[config.mk]
export PLATFORM = sky130hd
export DESIGN_NAME = fetch_top
export DESIGN_NICKNAME = d
export VERILOG_FILES = /design/src/hdl/fetch_pkg.sv /design/src/hdl/fetch_icache.sv /design/src/hdl/fetch_unit.sv /design/src/hdl/fetch_top.sv
export SDC_FILE = /design/constraint.sdc
export NUM_CORES = 2
export LEC_CHECK = 0
export BUFFER_PORTS_ARGS = -buffer_cell sky130_fd_sc_hd__buf_4
export CORE_ASPECT_RATIO = 1.2
export CORE_MARGIN = 2
export CORE_UTILIZATION = 39
export DETAILED_ROUTE_END_ITERATION = 10
export PLACE_DENSITY = 0.57
export SYNTH_ARGS = -nofsm -noshare
export SYNTH_HDL_FRONTEND = slang
export SYNTH_SLANG_ARGS = --single-unit
[constraint.sdc]
create_clock -name clock -period 8.6 [get_ports clock]
set_input_delay 0 -clock clock [delete_from_list [all_inputs] [get_ports clock]]
set_output_delay 0 -clock clock [all_outputs]
set_load 0.01 [all_outputs]
[src/hdl/fetch_pkg.sv]
package fetch_pkg;

	// address map
	localparam logic [31:0] reset_pc = 32'h3000_0000; // boot address.
	localparam logic [31:0] cache_base = 32'ha000_0000; // first cacheable byte.
	localparam logic [31:0] cache_limit = 32'ha200_0000; // first byte past the region.

	// cache geometry
	localparam int unsigned line_words = 4; // words per line.
	localparam int unsigned index_bits = 4; // sixteen lines.
	localparam int unsigned offset_bits = 4; // byte offset within a line.
	localparam int unsigned word_bits = offset_bits - 2; // word select within a line.
	localparam int unsigned tag_bits = 32 - index_bits - offset_bits;
	localparam int unsigned line_count = 2 ** index_bits;
	localparam logic [3:0] burst_len = 4'(line_words - 1); // arlen of a line fill.

	// AXI4 encodings
	localparam logic [1:0] burst_fixed = 2'b00; // single beats.
	localparam logic [1:0] burst_incr = 2'b01; // line fills.
	localparam logic [1:0] resp_okay = 2'b00;

	typedef enum logic [2:0] {
		idle, // fetch start, pc is settled.
		lookup, // cache answers the lookup.
		bus_req, // ar_valid up, waiting for ar_ready.
		bus_wait, // single uncached beat.
		fill, // line burst, one cache write per beat.
		deliver // output register toward decode.
	} fetch_state_e;

	typedef struct packed {
		logic [31:0] addr;
		logic [3:0] len;
		logic [1:0] burst;
	} axi_ar_t;

	typedef struct packed {
		logic [31:0] data;
		logic [1:0] resp;
		logic last;
	} axi_r_t;

	typedef struct packed {
		logic [31:0] addr;
		logic fill; // write one word instead of a lookup.
		logic [31:0] fill_data;
		logic fill_last; // last word, line becomes valid.
	} icache_req_t;

	typedef struct packed {
		logic hit;
		logic [31:0] data;
	} icache_rsp_t;

	typedef struct packed {
		logic [31:0] pc;
		logic [31:0] inst;
		logic bus_error; // some beat of this fetch came back non-OKAY.
	} fetch_out_t;

endpackage

[src/hdl/fetch_icache.sv]
module fetch_icache (
	input  logic clock,
	input  logic rst_n,
	input  logic cache_req_valid,
	input  fetch_pkg::icache_req_t cache_req,
	output fetch_pkg::icache_rsp_t cache_rsp
);

	// request address split into tag, line index and word.
	logic [fetch_pkg::tag_bits-1:0] req_tag;
	logic [fetch_pkg::index_bits-1:0] req_index;
	logic [fetch_pkg::word_bits-1:0] req_word;

	// storage arrays.
	logic [fetch_pkg::tag_bits-1:0] tag_mem [fetch_pkg::line_count];
	logic [31:0] data_mem [fetch_pkg::line_count][fetch_pkg::line_words];
	logic [fetch_pkg::line_count-1:0] valid_q;

	// registered lookup.
	logic lookup_q;
	logic [fetch_pkg::tag_bits-1:0] tag_q;
	logic [fetch_pkg::index_bits-1:0] index_q;
	logic [fetch_pkg::word_bits-1:0] word_q;
	logic line_hit;

	assign req_tag = cache_req.addr[31 -: fetch_pkg::tag_bits];
	assign req_index = cache_req.addr[fetch_pkg::offset_bits +: fetch_pkg::index_bits];
	assign req_word = cache_req.addr[2 +: fetch_pkg::word_bits];

	// valid bits and the registered lookup flag.
	always_ff @(posedge clock) begin
		if (!rst_n) begin
			valid_q <= '0;
			lookup_q <= 1'b0;
		end else begin
			lookup_q <= cache_req_valid && !cache_req.fill; // answer due next cycle.
			if (cache_req_valid && cache_req.fill) begin
				// every fill word clears the line's valid bit.
				// only a clean last word sets it again.
				valid_q[req_index] <= cache_req.fill_last;
			end
		end
	end

	// line fill, one word per request.
	always_ff @(posedge clock) begin
		if (cache_req_valid && cache_req.fill) begin
			data_mem[req_index][req_word] <= cache_req.fill_data;
			tag_mem[req_index] <= req_tag; // same tag on every beat.
		end
	end

	// lookup address, compared one cycle later.
	always_ff @(posedge clock) begin
		if (cache_req_valid && !cache_req.fill) begin
			tag_q <= req_tag;
			index_q <= req_index;
			word_q <= req_word;
		end
	end

	assign line_hit = valid_q[index_q] && (tag_mem[index_q] == tag_q);

	always_comb begin
		cache_rsp.hit = lookup_q && line_hit; // only meaningful after a lookup.
		cache_rsp.data = data_mem[index_q][word_q];
	end

endmodule

[src/hdl/fetch_unit.sv]
module fetch_unit (
	input  logic clock,
	input  logic rst_n,

	// AXI4 read channels.
	output logic ar_valid,
	input  logic ar_ready,
	output fetch_pkg::axi_ar_t ar,
	input  logic r_valid,
	output logic r_ready,
	input  fetch_pkg::axi_r_t r,

	// instruction cache.
	output logic cache_req_valid,
	output fetch_pkg::icache_req_t cache_req,
	input  fetch_pkg::icache_rsp_t cache_rsp,

	// back end redirect.
	input  logic redirect_valid,
	input  logic [31:0] redirect_pc,

	// decode.
	output logic out_valid,
	input  logic out_ready,
	output fetch_pkg::fetch_out_t out
);

	fetch_pkg::fetch_state_e state;
	logic [31:0] pc;
	logic pending; // a redirect hit a running bus transaction.
	logic [fetch_pkg::word_bits-1:0] beat_cnt; // word offset of the next fill beat.
	logic err_acc; // error seen on an earlier beat of this burst.

	logic cacheable;
	logic ar_fire;
	logic r_fire;
	logic beat_err;
	logic discard;
	logic [fetch_pkg::word_bits-1:0] pc_word;

	assign cacheable = (pc >= fetch_pkg::cache_base) && (pc < fetch_pkg::cache_limit);
	assign pc_word = pc[2 +: fetch_pkg::word_bits];
	assign ar_fire = ar_valid && ar_ready;
	assign r_ready = (state == fetch_pkg::bus_wait) || (state == fetch_pkg::fill);
	assign r_fire = r_valid && r_ready;
	assign beat_err = r.resp != fetch_pkg::resp_okay;
	assign discard = pending || redirect_valid; // data of the old path is dropped.

	// lookup in idle, fill writes as the beats arrive.
	always_comb begin
		cache_req_valid = 1'b0;
		cache_req.addr = pc;
		cache_req.fill = 1'b0;
		cache_req.fill_data = r.data;
		cache_req.fill_last = 1'b0;
		if (state == fetch_pkg::idle && cacheable) begin
			cache_req_valid = 1'b1;
		end else if (state == fetch_pkg::fill && r_fire) begin
			cache_req_valid = 1'b1;
			cache_req.fill = 1'b1;
			cache_req.addr = {ar.addr[31:fetch_pkg::offset_bits], beat_cnt, 2'b00};
			cache_req.fill_last = r.last && !beat_err && !err_acc; // no allocation on error.
		end
	end

	always_ff @(posedge clock) begin
		if (!rst_n) begin
			state <= fetch_pkg::idle;
			pc <= fetch_pkg::reset_pc;
			pending <= 1'b0;
			ar_valid <= 1'b0;
			out_valid <= 1'b0;
			beat_cnt <= '0;
			err_acc <= 1'b0;
		end else begin
			case (state)
				fetch_pkg::idle: begin
					if (redirect_valid) begin
						pc <= redirect_pc; // restart from the new target.
					end else if (cacheable) begin
						state <= fetch_pkg::lookup;
					end else begin
						ar_valid <= 1'b1;
						state <= fetch_pkg::bus_req;
					end
				end
				fetch_pkg::lookup: begin
					if (redirect_valid) begin
						pc <= redirect_pc;
						state <= fetch_pkg::idle;
					end else if (cache_rsp.hit) begin
						state <= fetch_pkg::deliver;
					end else begin
						ar_valid <= 1'b1; // miss, fetch the whole line.
						state <= fetch_pkg::bus_req;
					end
				end
				fetch_pkg::bus_req: begin
					// ar_valid stays up until the handshake, redirect or not.
					if (redirect_valid) begin
						pc <= redirect_pc;
						pending <= 1'b1;
					end
					if (ar_fire) begin
						ar_valid <= 1'b0;
						beat_cnt <= '0;
						err_acc <= 1'b0;
						if (ar.burst == fetch_pkg::burst_incr) begin
							state <= fetch_pkg::fill;
						end else begin
							state <= fetch_pkg::bus_wait;
						end
					end
				end
				fetch_pkg::bus_wait: begin
					if (redirect_valid) begin
						pc <= redirect_pc;
					end
					if (r_fire) begin
						pending <= 1'b0;
						state <= discard ? fetch_pkg::idle : fetch_pkg::deliver;
					end else if (redirect_valid) begin
						pending <= 1'b1;
					end
				end
				fetch_pkg::fill: begin
					if (redirect_valid) begin
						pc <= redirect_pc;
					end
					if (r_fire) begin
						beat_cnt <= beat_cnt + 1'b1;
						err_acc <= err_acc || beat_err;
					end
					if (r_fire && r.last) begin
						pending <= 1'b0; // line is complete, even on a dropped path.
						state <= discard ? fetch_pkg::idle : fetch_pkg::deliver;
					end else if (redirect_valid) begin
						pending <= 1'b1;
					end
				end
				fetch_pkg::deliver: begin
					if (redirect_valid) begin
						pc <= redirect_pc; // throw the held instruction away.
						out_valid <= 1'b0;
						state <= fetch_pkg::idle;
					end else if (!out_valid) begin
						out_valid <= 1'b1;
					end else if (out_ready) begin
						out_valid <= 1'b0;
						pc <= pc + 32'd4;
						state <= fetch_pkg::idle;
					end
				end
				default: state <= fetch_pkg::idle;
			endcase
		end
	end

	// request payload and the instruction register.
	always_ff @(posedge clock) begin
		case (state)
			fetch_pkg::idle: begin
				ar.addr <= pc;
				ar.len <= 4'd0;
				ar.burst <= fetch_pkg::burst_fixed;
			end
			fetch_pkg::lookup: begin
				if (cache_rsp.hit) begin
					out.inst <= cache_rsp.data;
					out.bus_error <= 1'b0;
				end else begin
					ar.addr <= {pc[31:fetch_pkg::offset_bits], {fetch_pkg::offset_bits{1'b0}}};
					ar.len <= fetch_pkg::burst_len;
					ar.burst <= fetch_pkg::burst_incr;
				end
			end
			fetch_pkg::bus_wait: begin
				if (r_fire) begin
					out.inst <= r.data;
					out.bus_error <= beat_err;
				end
			end
			fetch_pkg::fill: begin
				if (r_fire && beat_cnt == pc_word) begin
					out.inst <= r.data; // the word the pc asked for.
				end
				if (r_fire && r.last) begin
					out.bus_error <= err_acc || beat_err;
				end
			end
			fetch_pkg::deliver: begin
				if (!out_valid) begin
					out.pc <= pc;
				end
			end
			default: ;
		endcase
	end

endmodule

[src/hdl/fetch_top.sv]
module fetch_top (
	input  logic clock,
	input  logic rst_n,

	// AXI4 read port toward memory.
	output logic ar_valid,
	input  logic ar_ready,
	output fetch_pkg::axi_ar_t ar,
	input  logic r_valid,
	output logic r_ready,
	input  fetch_pkg::axi_r_t r,

	// redirect from the back end.
	input  logic redirect_valid,
	input  logic [31:0] redirect_pc,

	// instruction stream toward decode.
	output logic out_valid,
	input  logic out_ready,
	output fetch_pkg::fetch_out_t out
);

	logic cache_req_valid;
	fetch_pkg::icache_req_t cache_req;
	fetch_pkg::icache_rsp_t cache_rsp;

	fetch_unit u_fetch_unit (
		.clock(clock),
		.rst_n(rst_n),
		.ar_valid(ar_valid),
		.ar_ready(ar_ready),
		.ar(ar),
		.r_valid(r_valid),
		.r_ready(r_ready),
		.r(r),
		.cache_req_valid(cache_req_valid),
		.cache_req(cache_req),
		.cache_rsp(cache_rsp),
		.redirect_valid(redirect_valid),
		.redirect_pc(redirect_pc),
		.out_valid(out_valid),
		.out_ready(out_ready),
		.out(out)
	);

	fetch_icache u_icache (
		.clock(clock),
		.rst_n(rst_n),
		.cache_req_valid(cache_req_valid),
		.cache_req(cache_req),
		.cache_rsp(cache_rsp)
	);

endmodule

# Word level (Yosys, flattened, before mapping)
# Memory sizes are Yosys's and may differ from the RTL's. A register that Yosys moved wholly into a read port is not among the register bits.
# Cells that the tools add are included.
[classes]
reduce_logical = 38
multipliers = 0
n_addsub = 2
n_lt_le_gt_ge = 8
bitwise = 3
div = 0
n_mux = 64
shift = 0
eq_ne = 21
[op_table]
columns = ["op", "count"]
rows = [
  ["$mux 32", 8],
  ["$mux 33", 4],
  ["$mux 128", 1],
  ["$pmux 33 s3", 1],
  ["$pmux 38 s2", 1],
  ["$bmux 32 s2", 1],
  ["$demux 32 s2", 1],
  ["$pmux 32 s2", 1],
  ["$mux 38", 1],
  ["$mux 3", 11],
  ["$add 32x3->32 const B", 1],
  ["$ge 32x32->1 const B", 1],
  ["$lt 32x32->1 const B", 1],
  ["$eq 24x24->1", 1],
  ["$mux 1", 21],
  ["$pmux 3 s6", 1],
  ["$bwmux 16", 1],
  ["$logic_and 1x1->1", 15],
  ["$ne 2x2->1 const B", 7],
  ["$reduce_and 4->1", 3],
  ["$reduce_and 6->1", 2],
  ["$lt 4x5->1 const B", 2],
  ["$reduce_bool 3->1", 3],
  ["$mux 4", 2],
  ["27 further kinds", 45],
]
[word_totals]
ram_bits = 2432
latchBits = 0
memories = 2
register_bits = 191
inputBits = 73
rom_bits = 0
out_inout_bits = 106
elab_cells = 156
[mem_list]
columns = ["memory", "words", "width", "read_ports", "rd_ports_with_merged_regs", "write_ports", "line", "text"]
rows = [
  ["u_icache.data_mem", 16, 128, 1, 1, 1, "fetch_icache.sv:16", "logic [31:0] data_mem [fetch_pkg::line_count][fetch_pkg::line_words];"],
  ["u_icache.tag_mem", 16, 24, 1, 1, 1, "fetch_icache.sv:15", "logic [fetch_pkg::tag_bits-1:0] tag_mem [fetch_pkg::line_count];"],
]

# Longest topological paths before layout
[depth]
depth_word = 12
depth_mapped = 13
ltp_nobuf = 9

# Hierarchy
# Synthesis repeated with hierarchy kept, for this count alone.
[unflattened]
hier_cells = 4510
hier_area_um2 = 101795.1
[by_module_without_submodules]
columns = ["module", "seq_area_each_um2", "area_each_um2", "instances", "cells_each"]
rows = [
  ["fetch_icache", 74351.3, 94911.0, 1, 3859],
  ["fetch_unit", 3763.6, 6884.1, 1, 651],
]

# Least setup slack after synthesis
# OpenSTA, ideal clock, no wires.
[synth_timing]
kind = "reg2reg"
start = "register u_fetch_unit.state[0]"
end = "memory u_icache.data_mem[0][64] (netlist name) (enable)"
synth_period_minus_slack_ns = 3.923
arrival_time_ns = 3.502
slack_ns = 4.677
setup_time_ns = 0.421
path_stages_with_launch = 10
required_time_ns = 8.179
path_buffers = 2
cell_sequence = "dfxtp_1 -> clkbuf_1 -> nor3b_1 -> and2_0 -> clkbuf_1 -> mux2i_1 -> inv_1 -> nor2_1 -> nand2_1 -> nor2_1"
[synth_lines]
columns = ["item", "line", "text"]
rows = [
  ["from (decl)", "fetch_unit.sv:28", "fetch_pkg::fetch_state_e state;"],
  ["from (signal assigned)", "fetch_unit.sv:68", "state <= fetch_pkg::idle;"],
  ["from (signal assigned)", "fetch_unit.sv:81", "state <= fetch_pkg::lookup;"],
  ["from (signal assigned)", "fetch_unit.sv:84", "state <= fetch_pkg::bus_req;"],
  ["to (decl)", "fetch_icache.sv:16", ""],
]

==> flow_metrics.py <==
metrics = {
    "status": {
        "status": "complete, but fails checks",
        "violations": "antenna violations",
    },
    "floorplan": {
        "top_level_ports": 179,
        "floorplan.initialDensity_pct": 39.2,
        "coreArea_um2": 258000,
        "die_area_um2": 263000,
        "rows": 204,
        "dieHeight_um": 561,
        "die_w_um": 469,
    },
    "routing": {
        "antenna_left": 1,
        "drt_iter0_drc": 5124,
        "vias": 48700,
        "detail_route.vias_per_cell": 5.75,
        "drt_wl_total_mm": 272,
        "dr.pass1.iters": 5,
        "drc": 0,
        "wl_per_cell_um": 32.1,
    },
    "timing": {
        "fmax_mhz": 196,
        "tightestPinTransition_ps": 1310,
        "slew_viol_final": 0,
        "hold_viol_final": 0,
        "fin_crit_sh_pct": 59.2,
        "finClkSkew_ps": 49.4,
        "setup_violations": 0,
        "min_period_ps": 5090,
        "slew_headroom_pct": 12.4,
        "tns_ps": 0,
        "rsz0062_at_grt": "no",
        "setup_ws_ps": 3510,
    },
    "global_routing": {
        "grtUsageTotal_pct": 20.5,
        "antenna_found_initial": 8,
        "overflow": 0,
        "grt_pass1_vias": 49300,
        "grt_max_degree": 144,
        "grt_pass1_wl_mm": 381,
    },
    "placed_design": {
        "io_buffers": 175,
        "place_congestion": 0.815,
        "hpwlAfterDp_mm": 145,
        "place_ws_ps": 3420,
    },
    "hold_path": {
        "hp-class": "primary input to flop",
        "worstHoldStart": "redirect_pc[7]",
    },
    "synth": {
        "synth_top_area_share_pct": 76.1,
        "synth_edf_count": 2560,
        "ys_types": 78,
        "synth_cells": 4423,
        "async_reset_ff_share_pct": 0,
        "syn-cell-area_um2": 101000,
        "synth_area_leaders": "edfxtp_1 76%, mux4_2 17%, dfxtp_1 1.2%",
        "synth_seq_cells": 2622,
        "ys_dominant_reg_cell": "edfxtp_1",
        "syn_area_per_cell_um2": 22.8,
        "yosys_warnings": 0,
        "synth.largest_area_cell": "edfxtp_1",
        "ys_seq_area_share_pct": 77.3,
    },
    "cts": {
        "cts_setup_buffers": 0,
        "cts_buffers": 273,
        "max-clock-path-buffers": 4,
        "cts_sinks": 2622,
        "clk_latency_ps": 850,
        "clk_pin_slew_worst_paths_ps": 60,
        "htree_levels": 5,
        "cts_tree": "done",
        "cts-root-buf": "clkbuf_16",
    },
    "final_layout": {
        "fillers": 21300,
        "layout.area.seq_um2": 78100,
        "final_nets": 4920,
        "syn_to_final_growth_pct": 15.2,
        "multi_input_comb_area_um2": 22300,
        "drive_gt1_share_pct": 30.7,
    },
    "critical_path": {
        "worstSetupStartpointType": "flop",
        "cp_max_fo": 80,
        "path_delay_family": "buffers and inverters",
        "max_stage_delay_ps": 900,
        "cp.required_ps": 9040,
        "crit_slowest_cell": "dfxtp_4",
        "path_buf_inv": 2,
        "worstSetupPathType": "flop to flop",
        "arrival_ps": 5530,
        "cp-end-kind": "flop",
        "path_cells": "buf_12, mux4_2, mux4_2, xnor2_1, nand4_1, nor4_2, nand4_1, o211ai_1, buf_4",
        "ff2ff_setup_slack_ps": 3510,
    },
    "pwr": {
        "peakVddDrop_uv": 161,
        "power_mw": 26.4,
        "leakage_nw": 36.1,
        "p_per_area_nw_per_um2": 227,
    },
    "run": {
        "max-cap-violations": 0,
    },
}
-- report_power, final --
group | switching [mW] | internal (mW)
clock | 4.83 | 6.46
combinational | 0.546 | 0.340
sequential | 0.101 | 14.1
total | 5.47 | 20.9
-- state kept, by name (all words and copies together) (netlist names), named ones only --
signal / cells
u_icache.data_mem: 2048
u_icache.tag_mem: 384
u_fetch_unit.out: 65
u_fetch_unit.ar: 33
u_fetch_unit.pc: 32
u_icache.tag_q: 24
u_icache.valid_q: 16
u_icache.index_q: 4
u_fetch_unit.state: 3
u_fetch_unit.beat_cnt: 2
u_icache.word_q: 2
u_fetch_unit.ar_valid: 1
u_fetch_unit.err_acc: 1
u_fetch_unit.out_valid: 1
u_fetch_unit.pending: 1
u_icache.lookup_q: 1
-- metrics by stage --
step	hold slack (ps)	cell area, µm²	instances	utilization [%]
2_1_floorplan	98.9	101000	4425	-
3_3_place_gp	263	107000	7882	41.6
3_5_place_dp	273	107000	7882	41.6
4_1_cts	2.23	116000	8445	45.2
5_1_grt	45.5	116000	8450	45.2
6_report	64.3	116000	8458	45.2
-- what timing repair did --
action	in CTS	in global routing
gates resized for setup	0	0
hold endpoints to repair	2137	0
hold buffers	87	0
-- layout by cell type (no fill, tap or decap), drive strengths merged, types with 4 or more instances in the layout --
master	instances
nor4	7
xnor2	12
a31oi	8
nor2	166
buf	296
mux2	56
nor2b	6
mux4	756
o211ai	4
a221oi	4
a21oi	71
o22ai	14
dfxtp	62
nand3	24
mux2i	49
and2	10
or2	7
clkbuf	355
o21a	5
dlygate4sd3	87
a22oi	9
edfxtp	2560
diode	13
nand2	158
clkinv	93
o21ai	58
bufinv	16
nand4	13
nor3	20
or3	4
a41oi	4
nor4b	5
xor2	10
inv	33
a211oi	8
nand2b	5
-- worst reg2reg max path, cell delays in order (launching register included) --
cell      delay (ps)
dfxtp_4          900
buf_12           530
mux4_2           720
mux4_2           490
xnor2_1          230
nand4_1          230
nor4_2           480
nand4_1          150
o211ai_1         250
buf_4            630
-- path summary, 6_finish.rpt --
path,cells after the start,end
max,9,u_fetch_unit.out[8]
min,4,u_fetch_unit.pc[7]
min reg2reg,2,u_icache.valid_q[7]
max reg2reg,9,u_fetch_unit.out[8]
-- cells by family after synthesis --
family,count (synthesis),synth area share [%]
DFF,2622,77.3
muxes,861,18.0
and+or+nand+nor,436,1.91
buffers and inverters,262,1.22
AOI/OAI and AO/OA,217,1.34
xor gates and xnor gates,22,0.191
adders and majority gates,2,0.0248
other,1,0.00371
-- synth_stat cells (6+ instances only) --
master    number
inv_1         21
buf_2         44
xor2_1        10
nor2_1       166
a211oi_1       8
buf_1         22
nand4_1       12
nand2_1      158
nand3_1       24
mux2i_1       49
and2_1         9
nor2b_1        6
mux2_1         8
dfxtp_1       62
o21ai_0       58
buf_4         13
a22oi_1        9
buf_6         15
clkbuf_1     142
mux4_2       756
nor3_1        20
a21oi_1       71
edfxtp_1    2560
mux2_2        48
o22ai_1       14
xnor2_1       12
a31oi_1        8
-- layer usage --
layer	GRT usage [%]	vias up	wire, µm
li1	-	19600	-
met1	27.5	26800	108000
met2	34.5	1902	138000
met3	3.29	392	17500
met4	5.99	2	8040
met5	0	-	7
-- cell type report --
type / instances / share of cell area [%]
Clock inverter: 121 / 0.923
Clock buffer: 355 / 6.25
Sequential cell: 2622 / 67.2
Antenna cell: 13 / 0.0280
Multi-Input combinational cell: 1541 / 19.2
Inverter: 24 / 0.0774
Timing Repair Buffer: 383 / 2.74
Tap cell: 3399 / 3.66
No activity file was read; power rests on OpenSTA's default activity.
